===== src/hdl/fetch_pkg.sv =====
package fetch_pkg;

    // ************************************************************
    // datapath and cache geometry
    // ************************************************************
    localparam int XLEN           = 32;
    localparam int LINE_BITS      = 128;
    localparam int WORDS_PER_LINE = LINE_BITS / XLEN;
    localparam int WORD_SEL_BITS  = $clog2(WORDS_PER_LINE);
    localparam int OFFSET_BITS    = $clog2(LINE_BITS / 8);
    localparam int ICACHE_LINES   = 16;
    localparam int INDEX_BITS     = $clog2(ICACHE_LINES);
    localparam int TAG_BITS       = XLEN - INDEX_BITS - OFFSET_BITS;

    // predictor is indexed by the pc above the two byte offset bits
    localparam int BP_ENTRIES    = 32;
    localparam int BP_INDEX_BITS = $clog2(BP_ENTRIES);
    localparam int BP_TAG_BITS   = XLEN - BP_INDEX_BITS - 2;

    localparam logic [XLEN-1:0] RESET_PC = '0;

    // major opcode fields seen by predecode
    localparam logic [6:0] OPC_BRANCH = 7'b1100011;
    localparam logic [6:0] OPC_JAL    = 7'b1101111;
    localparam logic [6:0] OPC_JALR   = 7'b1100111;

    typedef enum logic [1:0] {
        IDLE,
        REQUEST,
        WAIT_LINE,
        FILL
    } ctrl_state_e;

    typedef enum logic [1:0] {
        BRANCH,
        JAL,
        JALR,
        OTHER
    } opcode_e;

endpackage


===== src/hdl/branch_predictor.sv =====
module branch_predictor (
    input  logic                       clk_i,
    input  logic                       rst_n_i,
    input  logic [fetch_pkg::XLEN-1:0] fetch_pc_i,
    input  logic [fetch_pkg::XLEN-1:0] word_i,
    input  logic                       deliver_i,
    input  logic                       upd_valid_i,
    input  logic [fetch_pkg::XLEN-1:0] upd_pc_i,
    input  logic                       upd_taken_i,
    input  logic [fetch_pkg::XLEN-1:0] upd_target_i,
    output logic                       pred_taken_o,
    output logic [fetch_pkg::XLEN-1:0] pred_target_o,
    output logic                       pred_taken_reg_o
);

    logic [1:0]                        cnt_q        [fetch_pkg::BP_ENTRIES];
    logic [fetch_pkg::BP_ENTRIES-1:0]  btb_valid_q;
    logic [fetch_pkg::BP_TAG_BITS-1:0] btb_tag_q    [fetch_pkg::BP_ENTRIES];
    logic [fetch_pkg::XLEN-1:0]        btb_target_q [fetch_pkg::BP_ENTRIES];
    logic                              pred_taken_q;

    fetch_pkg::opcode_e                  op;
    logic [fetch_pkg::BP_INDEX_BITS-1:0] rd_idx;
    logic [fetch_pkg::BP_INDEX_BITS-1:0] upd_idx;
    logic                                btb_hit;

    always_comb begin
        case (word_i[6:0])
            fetch_pkg::OPC_BRANCH: op = fetch_pkg::BRANCH;
            fetch_pkg::OPC_JAL:    op = fetch_pkg::JAL;
            fetch_pkg::OPC_JALR:   op = fetch_pkg::JALR;
            default:               op = fetch_pkg::OTHER;
        endcase
    end

    assign rd_idx  = fetch_pc_i[2 +: fetch_pkg::BP_INDEX_BITS];
    assign upd_idx = upd_pc_i[2 +: fetch_pkg::BP_INDEX_BITS];
    assign btb_hit = btb_valid_q[rd_idx] &&
                     (btb_tag_q[rd_idx] == fetch_pc_i[fetch_pkg::XLEN-1 -: fetch_pkg::BP_TAG_BITS]);

    // jalr targets live in a register, so only direct control flow is steered
    assign pred_taken_o  = btb_hit && cnt_q[rd_idx][1] &&
                           ((op == fetch_pkg::BRANCH) || (op == fetch_pkg::JAL));
    assign pred_target_o = btb_target_q[rd_idx];

    always_ff @(posedge clk_i) begin
        if (!rst_n_i) begin
            for (int i = 0; i < fetch_pkg::BP_ENTRIES; i++) begin
                cnt_q[i] <= 2'd1;
            end
            btb_valid_q  <= '0;
            pred_taken_q <= 1'b0;
        end else begin
            pred_taken_q <= deliver_i && pred_taken_o;
            if (upd_valid_i) begin
                btb_valid_q[upd_idx] <= 1'b1;
                if (upd_taken_i && (cnt_q[upd_idx] != 2'd3)) begin
                    cnt_q[upd_idx] <= cnt_q[upd_idx] + 2'd1;
                end else if (!upd_taken_i && (cnt_q[upd_idx] != 2'd0)) begin
                    cnt_q[upd_idx] <= cnt_q[upd_idx] - 2'd1;
                end
            end
        end
    end

    always_ff @(posedge clk_i) begin
        if (upd_valid_i) begin
            btb_tag_q[upd_idx]    <= upd_pc_i[fetch_pkg::XLEN-1 -: fetch_pkg::BP_TAG_BITS];
            btb_target_q[upd_idx] <= upd_target_i;
        end
    end

    assign pred_taken_reg_o = pred_taken_q;

endmodule


===== src/hdl/fetch_stage.sv =====
module fetch_stage (
    input  logic                            clk_i,
    input  logic                            rst_n_i,
    input  logic                            stall_i,
    input  logic                            redirect_valid_i,
    input  logic [fetch_pkg::XLEN-1:0]      redirect_pc_i,
    input  logic                            upd_valid_i,
    input  logic [fetch_pkg::XLEN-1:0]      upd_pc_i,
    input  logic                            upd_taken_i,
    input  logic [fetch_pkg::XLEN-1:0]      upd_target_i,
    output logic                            instr_valid_o,
    output logic [fetch_pkg::XLEN-1:0]      pc_o,
    output logic [fetch_pkg::XLEN-1:0]      instr_o,
    output logic                            pred_taken_o,
    output logic                            mem_req_o,
    output logic [fetch_pkg::XLEN-1:0]      mem_addr_o,
    input  logic                            mem_valid_i,
    input  logic [fetch_pkg::LINE_BITS-1:0] mem_line_i
);

    logic [fetch_pkg::XLEN-1:0]      fetch_pc;
    logic                            hit;
    logic [fetch_pkg::XLEN-1:0]      word;
    logic                            deliver;
    logic                            fill;
    logic [fetch_pkg::XLEN-1:0]      fill_addr;
    logic [fetch_pkg::LINE_BITS-1:0] fill_line;
    logic                            pred_taken;
    logic [fetch_pkg::XLEN-1:0]      pred_target;

    pc_gen pc_gen_inst (
        .clk_i            (clk_i),
        .rst_n_i          (rst_n_i),
        .stall_i          (stall_i),
        .deliver_i        (deliver),
        .redirect_valid_i (redirect_valid_i),
        .redirect_pc_i    (redirect_pc_i),
        .pred_taken_i     (pred_taken),
        .pred_target_i    (pred_target),
        .fetch_pc_o       (fetch_pc)
    );

    icache icache_inst (
        .clk_i       (clk_i),
        .rst_n_i     (rst_n_i),
        .fetch_pc_i  (fetch_pc),
        .fill_i      (fill),
        .fill_addr_i (fill_addr),
        .fill_line_i (fill_line),
        .hit_o       (hit),
        .word_o      (word)
    );

    icache_ctrl icache_ctrl_inst (
        .clk_i            (clk_i),
        .rst_n_i          (rst_n_i),
        .fetch_pc_i       (fetch_pc),
        .hit_i            (hit),
        .word_i           (word),
        .stall_i          (stall_i),
        .redirect_valid_i (redirect_valid_i),
        .mem_valid_i      (mem_valid_i),
        .mem_line_i       (mem_line_i),
        .deliver_o        (deliver),
        .fill_o           (fill),
        .fill_addr_o      (fill_addr),
        .fill_line_o      (fill_line),
        .mem_req_o        (mem_req_o),
        .mem_addr_o       (mem_addr_o),
        .instr_valid_o    (instr_valid_o),
        .pc_o             (pc_o),
        .instr_o          (instr_o)
    );

    branch_predictor branch_predictor_inst (
        .clk_i            (clk_i),
        .rst_n_i          (rst_n_i),
        .fetch_pc_i       (fetch_pc),
        .word_i           (word),
        .deliver_i        (deliver),
        .upd_valid_i      (upd_valid_i),
        .upd_pc_i         (upd_pc_i),
        .upd_taken_i      (upd_taken_i),
        .upd_target_i     (upd_target_i),
        .pred_taken_o     (pred_taken),
        .pred_target_o    (pred_target),
        .pred_taken_reg_o (pred_taken_o)
    );

endmodule


===== src/hdl/icache.sv =====
module icache (
    input  logic                            clk_i,
    input  logic                            rst_n_i,
    input  logic [fetch_pkg::XLEN-1:0]      fetch_pc_i,
    input  logic                            fill_i,
    input  logic [fetch_pkg::XLEN-1:0]      fill_addr_i,
    input  logic [fetch_pkg::LINE_BITS-1:0] fill_line_i,
    output logic                            hit_o,
    output logic [fetch_pkg::XLEN-1:0]      word_o
);

    logic [fetch_pkg::ICACHE_LINES-1:0] valid_q;
    logic [fetch_pkg::TAG_BITS-1:0]     tag_q  [fetch_pkg::ICACHE_LINES];
    logic [fetch_pkg::LINE_BITS-1:0]    data_q [fetch_pkg::ICACHE_LINES];

    logic [fetch_pkg::INDEX_BITS-1:0]    rd_idx;
    logic [fetch_pkg::TAG_BITS-1:0]      rd_tag;
    logic [fetch_pkg::WORD_SEL_BITS-1:0] rd_word;
    logic [fetch_pkg::INDEX_BITS-1:0]    wr_idx;
    logic [fetch_pkg::TAG_BITS-1:0]      wr_tag;
    logic [fetch_pkg::LINE_BITS-1:0]     rd_line;

    // ************************************************************
    // lookup
    // ************************************************************
    assign rd_idx  = fetch_pc_i[fetch_pkg::OFFSET_BITS +: fetch_pkg::INDEX_BITS];
    assign rd_tag  = fetch_pc_i[fetch_pkg::XLEN-1 -: fetch_pkg::TAG_BITS];
    assign rd_word = fetch_pc_i[2 +: fetch_pkg::WORD_SEL_BITS];

    assign rd_line = data_q[rd_idx];
    assign hit_o   = valid_q[rd_idx] && (tag_q[rd_idx] == rd_tag);

    // word 0 of a line sits in the low bits
    assign word_o = rd_line[rd_word * fetch_pkg::XLEN +: fetch_pkg::XLEN];

    // ************************************************************
    // line fill
    // ************************************************************
    assign wr_idx = fill_addr_i[fetch_pkg::OFFSET_BITS +: fetch_pkg::INDEX_BITS];
    assign wr_tag = fill_addr_i[fetch_pkg::XLEN-1 -: fetch_pkg::TAG_BITS];

    always_ff @(posedge clk_i) begin
        if (!rst_n_i) begin
            valid_q <= '0;
        end else if (fill_i) begin
            valid_q[wr_idx] <= 1'b1;
        end
    end

    always_ff @(posedge clk_i) begin
        if (fill_i) begin
            tag_q[wr_idx]  <= wr_tag;
            data_q[wr_idx] <= fill_line_i;
        end
    end

endmodule


===== src/hdl/icache_ctrl.sv =====
module icache_ctrl (
    input  logic                            clk_i,
    input  logic                            rst_n_i,
    input  logic [fetch_pkg::XLEN-1:0]      fetch_pc_i,
    input  logic                            hit_i,
    input  logic [fetch_pkg::XLEN-1:0]      word_i,
    input  logic                            stall_i,
    input  logic                            redirect_valid_i,
    input  logic                            mem_valid_i,
    input  logic [fetch_pkg::LINE_BITS-1:0] mem_line_i,
    output logic                            deliver_o,
    output logic                            fill_o,
    output logic [fetch_pkg::XLEN-1:0]      fill_addr_o,
    output logic [fetch_pkg::LINE_BITS-1:0] fill_line_o,
    output logic                            mem_req_o,
    output logic [fetch_pkg::XLEN-1:0]      mem_addr_o,
    output logic                            instr_valid_o,
    output logic [fetch_pkg::XLEN-1:0]      pc_o,
    output logic [fetch_pkg::XLEN-1:0]      instr_o
);

    fetch_pkg::ctrl_state_e state_q;
    fetch_pkg::ctrl_state_e state_d;

    logic                            start_miss;
    logic                            mem_req_q;
    logic                            instr_valid_q;
    logic [fetch_pkg::XLEN-1:0]      miss_addr_q;
    logic [fetch_pkg::LINE_BITS-1:0] line_q;
    logic [fetch_pkg::XLEN-1:0]      pc_q;
    logic [fetch_pkg::XLEN-1:0]      instr_q;

    // a redirect moves the pc away, so a miss seen in that cycle is ignored
    assign start_miss = (state_q == fetch_pkg::IDLE) && !hit_i && !redirect_valid_i;
    assign deliver_o  = (state_q == fetch_pkg::IDLE) && hit_i && !stall_i && !redirect_valid_i;

    always_comb begin
        state_d = state_q;
        case (state_q)
            fetch_pkg::IDLE: begin
                if (start_miss) begin
                    state_d = fetch_pkg::REQUEST;
                end
            end
            fetch_pkg::REQUEST: state_d = fetch_pkg::WAIT_LINE;
            fetch_pkg::WAIT_LINE: begin
                if (mem_valid_i) begin
                    state_d = fetch_pkg::FILL;
                end
            end
            default: state_d = fetch_pkg::IDLE;
        endcase
    end

    always_ff @(posedge clk_i) begin
        if (!rst_n_i) begin
            state_q       <= fetch_pkg::IDLE;
            mem_req_q     <= 1'b0;
            instr_valid_q <= 1'b0;
        end else begin
            state_q       <= state_d;
            mem_req_q     <= start_miss;
            instr_valid_q <= deliver_o;
        end
    end

    always_ff @(posedge clk_i) begin
        if (start_miss) begin
            miss_addr_q <= {fetch_pc_i[fetch_pkg::XLEN-1:fetch_pkg::OFFSET_BITS],
                            {fetch_pkg::OFFSET_BITS{1'b0}}};
        end
        if ((state_q == fetch_pkg::WAIT_LINE) && mem_valid_i) begin
            line_q <= mem_line_i;
        end
        if (deliver_o) begin
            pc_q    <= fetch_pc_i;
            instr_q <= word_i;
        end
    end

    assign mem_req_o     = mem_req_q;
    assign mem_addr_o    = miss_addr_q;
    assign fill_o        = (state_q == fetch_pkg::FILL);
    assign fill_addr_o   = miss_addr_q;
    assign fill_line_o   = line_q;
    assign instr_valid_o = instr_valid_q;
    assign pc_o          = pc_q;
    assign instr_o       = instr_q;

    mem_req_single_a: assert property (
        @(posedge clk_i) disable iff (!rst_n_i) mem_req_o |=> !mem_req_o
    );
    mem_req_state_a: assert property (
        @(posedge clk_i) disable iff (!rst_n_i) mem_req_o |-> state_q == fetch_pkg::REQUEST
    );

endmodule


===== src/hdl/pc_gen.sv =====
module pc_gen (
    input  logic                       clk_i,
    input  logic                       rst_n_i,
    input  logic                       stall_i,
    input  logic                       deliver_i,
    input  logic                       redirect_valid_i,
    input  logic [fetch_pkg::XLEN-1:0] redirect_pc_i,
    input  logic                       pred_taken_i,
    input  logic [fetch_pkg::XLEN-1:0] pred_target_i,
    output logic [fetch_pkg::XLEN-1:0] fetch_pc_o
);

    logic [fetch_pkg::XLEN-1:0] pc_q;
    logic [fetch_pkg::XLEN-1:0] pc_d;

    // redirect wins, then hold, then the predicted target, then pc + 4
    always_comb begin
        if (redirect_valid_i) begin
            pc_d = redirect_pc_i;
        end else if (stall_i || !deliver_i) begin
            pc_d = pc_q;
        end else if (pred_taken_i) begin
            pc_d = pred_target_i;
        end else begin
            pc_d = pc_q + fetch_pkg::XLEN'(4);
        end
    end

    always_ff @(posedge clk_i) begin
        if (!rst_n_i) begin
            pc_q <= fetch_pkg::RESET_PC;
        end else begin
            pc_q <= pc_d;
        end
    end

    assign fetch_pc_o = pc_q;

    // redirect and predictor targets come from outside and must keep the pc aligned
    pc_aligned_a: assert property (
        @(posedge clk_i) disable iff (!rst_n_i) fetch_pc_o[1:0] == 2'b00
    );

endmodule


===== config.mk =====
export PLATFORM = sky130hd
export DESIGN_NAME = fetch_stage
export DESIGN_NICKNAME = d
export VERILOG_FILES = /design/src/hdl/fetch_pkg.sv /design/src/hdl/branch_predictor.sv /design/src/hdl/fetch_stage.sv /design/src/hdl/icache.sv /design/src/hdl/icache_ctrl.sv /design/src/hdl/pc_gen.sv
export SDC_FILE = /design/constraint.sdc
export NUM_CORES = 2
export LEC_CHECK = 0
export BUFFER_PORTS_ARGS = -buffer_cell sky130_fd_sc_hd__buf_4
export CORE_MARGIN = 2
export CORE_UTILIZATION = 24
export CTS_CLUSTER_SIZE = 10
export DETAILED_ROUTE_END_ITERATION = 8
export HOLD_SLACK_MARGIN = 0.1
export PLACE_DENSITY_LB_ADDON = 0.25
export SETUP_SLACK_MARGIN = 0.3
export SYNTH_ARGS = -nofsm -noshare
export SYNTH_HDL_FRONTEND = slang
export SYNTH_HIERARCHICAL = 1
export SYNTH_MEMORY_MAX_BITS = 65536
export SYNTH_SLANG_ARGS = --single-unit

===== constraint.sdc =====
create_clock -name clk_i -period 14.31 [get_ports clk_i]
set_input_delay 0.7155 -clock clk_i [delete_from_list [all_inputs] [get_ports clk_i]]
set_output_delay 0.7155 -clock clk_i [all_outputs]
set_load 0.02 [all_outputs]

; ---- Yosys cells after proc, flatten, opt, wreduce, memory -nomap -nowiden
; Memory sizes are Yosys's and may differ from the RTL's. A register that Yosys moved wholly into a read port is not among the register bits.
; Index checks and enable logic that the tools add are counted.
[totals]
memories = 5
ram_bits = 4320
out_inout_bits = 99
elab_cells = 112
reg_bits = 305
[classes]
n_eq_ne = 13
muxes = 43
shifts = 1
order_cmp = 6
reduce_logical = 27
addsub = 3
bitwise = 3
[mem_list]
columns = name, words, width, rd, rd_clocked_by_memory_dff, write_ports, line
row1 = icache_inst.data_q, 16, 128, 1, 1, 1, icache.sv:14  ; logic [fetch_pkg::LINE_BITS-1:0] data_q [fetch_pkg::ICACHE_LINES];
row2 = branch_predictor_inst.btb_target_q, 32, 32, 1, 1, 1, branch_predictor.sv:19  ; logic [fetch_pkg::XLEN-1:0] btb_target_q [fetch_pkg::BP_ENTRIES];
row3 = branch_predictor_inst.btb_tag_q, 32, 25, 1, 1, 1, branch_predictor.sv:18  ; logic [fetch_pkg::BP_TAG_BITS-1:0] btb_tag_q [fetch_pkg::BP_ENTRIES];
row4 = icache_inst.tag_q, 16, 24, 1, 1, 1, icache.sv:13  ; logic [fetch_pkg::TAG_BITS-1:0] tag_q [fetch_pkg::ICACHE_LINES];
row5 = branch_predictor_inst.cnt_q, 32, 2, 2, 1, 32, branch_predictor.sv:16  ; logic [1:0] cnt_q [fetch_pkg::BP_ENTRIES];
[ops]
columns = op, count
row1 = indexed part select 128 x 8 -> 32 bit, 1
row2 = two-way mux 32 bit, 3
row3 = two-way mux 5 bit, 7
row4 = adder 32 x 3 -> 32 bit (second input constant), 1
row5 = OR 32 bit, 1
row6 = == test 25 bit, 1
row7 = == test 24 bit, 1
row8 = == test 7 bit (second input constant), 3
row9 = two-way mux 1 bit, 19
row10 = two-way mux 4 bit, 4
row11 = OR 16 bit, 1
row12 = logical AND 1 bit, 15
row13 = < comparator 5 x 6 -> 1 bit (second input constant), 2
row14 = case mux 2 bit (3 select lines), 2
row15 = < comparator 4 x 5 -> 1 bit (second input constant), 2
row16 = two-way mux 2 bit, 4
row17 = inequality test 2 bit (second input constant), 3
row18 = binary-select mux 1 bit (select 5 bit), 1
row19 = demux 1 bit (select 5 bit), 1
row20 = greater-or-equal comparator 5 x 1 -> 1 bit (second input constant), 1
row21 = logical NOT 1 bit, 5
row22 = binary-select mux 1 bit (select 4 bit), 1
row23 = demux 1 bit (select 4 bit), 1
row24 = == test 2 x 1 -> 1 bit (second input constant), 2
row25 = 11 further kinds, 14

; ---- Depth between registers and ports, before layout
[logic_depth]
depth_word = 12
mapped_depth = 23
mapped_depth_nobuf = 16

; ---- By module
; Netlist, hierarchy kept.
[modules_own_cells]
columns = mod, n_inst, cells_per_inst, area_per_inst_um2, seq_area_each_um2
row1 = icache, 1, 3635, 93204.4, 73350.3
row2 = branch_predictor, 1, 3338, 74228.7, 57355.0
row3 = icache_ctrl, 1, 278, 7093.1, 6686.4
row4 = pc_gen, 1, 337, 2397.3, 640.6

; ---- Least setup slack after synthesis
; OpenSTA, ideal clock, no wires.
[synth_timing]
path_type = register -> register
from = register icache_ctrl_inst.state_q[1]
to = memory icache_inst/data_q[0][0] (netlist bit) (enable)
period_less_slack_ns = 12.196
t_arrival_ns = 11.344
setup_slack_ns = 2.114
path_buffers = 0
setup_ns = 0.852
path_stages_with_launch = 4
required_time_ns = 13.458
cell_sequence = dfxtp_1 > ha_1 > or3b_2 > nor3_1
[synth_via]
elab_chain_cells = 3
[synth_rtl]
columns = item, line
row1 = start: declaration, icache_ctrl.sv:22  ; fetch_pkg::ctrl_state_e state_q;
row2 = start signal: assignment, icache_ctrl.sv:57  ; state_q <= fetch_pkg::IDLE;
row3 = start signal: assignment, icache_ctrl.sv:61  ; state_q <= state_d;
row4 = == test 2 bit, icache_ctrl.sv:83  ; assign fill_o = (state_q == fetch_pkg::FILL);
row5 = via fill, fetch_stage.sv:25  ; logic fill;
row6 = two-way mux 1 bit, icache.sv:51  ; if (fill_i) begin
row7 = two-way mux 1 bit (not written as such), icache.sv:53  ; data_q[wr_idx] <= fill_line_i;
row8 = end: declaration, icache.sv:14
; The timed path passes the listed nets, and every way through them passes these cells.

; ---- Worst setup path after layout
[layout_timing]
from = register pc_gen_inst.pc_q, in the netlist pc_gen_inst/fetch_pc_o[4]
to = register pc_gen_inst.pc_q, in the netlist pc_gen_inst/fetch_pc_o[11]
[layout_rtl]
columns = item, line
row1 = start: declaration, pc_gen.sv:13  ; logic [fetch_pkg::XLEN-1:0] pc_q;
row2 = start signal: assignment, pc_gen.sv:31  ; pc_q <= fetch_pkg::RESET_PC;
row3 = start signal: assignment, pc_gen.sv:33  ; pc_q <= pc_d;
row4 = binary-select mux 1 bit (select 5 bit), branch_predictor.sv:38  ; assign btb_hit = btb_valid_q[rd_idx] &&
row5 = two-way mux 1 bit (not written as such), branch_predictor.sv:38
row6 = logical AND 1 bit, branch_predictor.sv:38
row7 = logical AND 1 bit (2 in series), branch_predictor.sv:42  ; assign pred_taken_o = btb_hit && cnt_q[rd_idx][1] &&
row8 = via pred_taken, fetch_stage.sv:28  ; logic pred_taken;
row9 = two-way mux 32 bit, pc_gen.sv:22  ; end else if (pred_taken_i) begin
row10 = two-way mux 32 bit, pc_gen.sv:20  ; end else if (stall_i || !deliver_i) begin
row11 = two-way mux 32 bit, pc_gen.sv:18  ; if (redirect_valid_i) begin
; The timed path passes the listed nets, and every way through them passes these cells. The select of a mux whose other input is x is not followed.
; A chain may end at the register's enable or synchronous reset.

==> flow_summary.yaml <==
floorplanning:
  io_pins: 330
  die-area_um2: 744000
  core_um2: 735000
  fp.dieH_um: 863
  die_x_um: 863
  rows: 315
  start_util: 0.241
cts:
  h-tree-depth: 6
  clk_pin_slew_ns: 0.06
  clock_latency_ns: 1.05
  cts_resized: 0
  cts.sinks: 4625
  clockRootBuffer: "clkbuf_16"
  cts_buffers: 546
  clockBufferDepth: 4
  cts_tree: "done"
setup_path:
  crit_path_start_kind: "flop"
  cp_slowest_cell: "buf_4"
  critPathTopFamily: "simple AND/OR/NAND/NOR gates"
  cp-end-kind: "flop"
  crit_buf_inv: 3
  worst-endpoint-arrival_ns: 9.36
  crit_fanout: 47
  critical_path_class: "reg -> reg"
  slowest_delay_ns: 0.86
  crit_required_ns: 15.20
  crit_path_cell_trace: "buf_4, buf_4, mux4_2, mux4_2, mux4_2, xor2_1, or3_1, a21oi_1, nor4bb_1, nand4_1, nor3_2, buf_4, nor2b_1, a22oi_1, o21ai_0, a21oi_1, a311oi_1"
cells_and_area:
  nNetsFinal: 8704
  syn2layout_area_growth_pct: 18.2
  drive_gt1_frac: 0.294
  design_area_um2: 209000
timing:
  skew_ns: 0.0664
  timing.final.hold_violations: 0
  worst_pin_slew_ns: 1.18
  hold_slack_ns: 0.235
  setup_tns_ns: 0
  setup_viol: 0
  rsz0062_at_grt: "no"
  worst_slack_ns: 5.84
  report.final.slew_viol_count: 0
  min_period_ns: 8.47
  fmaxAchievable_mhz: 118
  post-route-period-util: 0.592
  relSlewSlack: 0.216
routing:
  wirelength_um: 532000
  post_drt_wl_per_cell_um: 28.8
  viasPerCell: 4.58
  remaining_drc_errors: 0
  drt.antenna.violating_nets: 0
  vias: 84707
  first_pass_iters: 8
  drt_iter0_markers: 8773
logic_synthesis:
  synthesis.area_um2: 177000
  yosysWarnings: 6
  synth.avg_cell_area_um2: 23.3
  netlist_instances: 7584
placed_design:
  io_buffers: 323
  dp_hpwl_um: 294000
  place_area_um2: 192000
  place.gp.congestion: 0.795
  dpl_worst_slack_ns: 6.03
hold_path:
  hold_path.class: "in -> reg"
pwr:
  peakVddDrop_uv: 129
  p_leak_nw: 62.3
  power_density_nw_per_um2: 142
  finalPower_w: 0.0296
grt:
  grt_pass1_vias: 88919
  grtUsageTotal: 0.138
  overflow: 0
  grt_pass1_wl_um: 731000
  grt_max_degree: 129
  antenna_found_initial: 71
outcome:
  status: "finished clean"
flow_run:
  max-cap-violations: 0
## registers in the layout (all words and copies together), names as in the netlist, 64 cells and up
signal / count
icache_inst/tag_q: 384
icache_inst/data_q: 2048
icache_ctrl_inst/fill_line_o: 128
branch_predictor_inst/btb_tag_q: 800
branch_predictor_inst/btb_target_q: 1024
branch_predictor_inst/cnt_q: 64
## layout by cell type, fill, tap and decap left out, types with 41 or more instances in the layout
cell type / n
edfxtp_1: 4540
buf_4: 533
dfxtp_1: 79
a21oi_1: 63
nand2_1: 241
o21a_1: 51
a22oi_1: 55
nand3_1: 41
clkbuf_1: 114
mux2i_1: 156
clkbuf_16: 558
o21ai_0: 85
nor2_4: 44
mux4_2: 1274
nor2_1: 87
dlygate4sd3_1: 208
## where the power goes
part	internal (W)	leakage [nW]	total, W	switching (W)
Clock	0.00705	7.39	0.0124	0.00533
Sequential	0.0153	41.6	0.0156	0.000279
Combinational	0.000658	13.4	0.00168	0.00102
## metal layers
metal  vias to the layer above  part of all wire  GRT usage
met5                         -           0.00051          0
met4                        40             0.021     0.0276
met3                       744             0.058     0.0246
met2                      2761              0.50      0.240
met1                     47153              0.42      0.182
li1                      34009                 -          -
## worst reg2reg max path, delay by kind of cell, from the launching register on
kind | cells | cell delay [ns]
compound gates | 5 | 1.23
mux | 3 | 1.74
flops | 1 | 0.70
buf+inv | 3 | 2.17
xor+xnor | 1 | 0.17
simple gates | 5 | 2.32
## per-stage QoR
step / std cells / util
after floorplan: 7587 / -
final: 18503 / 0.284
after detailed placement: 17540 / 0.261
after global placement: 17540 / 0.261
after global routing: 18495 / 0.284
after CTS: 18490 / 0.284
## path summary, 6_finish.rpt
check	from	to	slack (ns)	cells after the start
hold / removal	rst_n_i	pc_gen_inst/fetch_pc_o[19]	0.24	3
hold reg to reg	pc_gen_inst/fetch_pc_o[0]	icache_ctrl_inst/pc_o[0]	0.43	0
setup / recovery	pc_gen_inst/fetch_pc_o[4]	pc_gen_inst/fetch_pc_o[11]	5.84	17
setup reg to reg	pc_gen_inst/fetch_pc_o[4]	pc_gen_inst/fetch_pc_o[11]	5.84	17
## cell type report
| class | count | area (um^2) |
|---|---|---|
| inverters | 22 | 90.1 |
| repair buffers | 758 | 6420 |
| well taps | 9827 | 12300 |
| fillers | 71490 | 526000 |
| clock buffers | 674 | 14400 |
| flip-flops and latches | 4625 | 138000 |
| clock inverters | 68 | 801 |
| diodes | 13 | 32.5 |
| multi-input cells | 2516 | 37000 |
## what timing repair did
action / CTS / global route
endpoints found under the hold margin: 1975 / 0
buffers inserted: 0 / 0
endpoints found under the setup margin: 0 / 0
hold buffers: 208 / 0
Note: power is estimated with default switching activity, not from simulation.
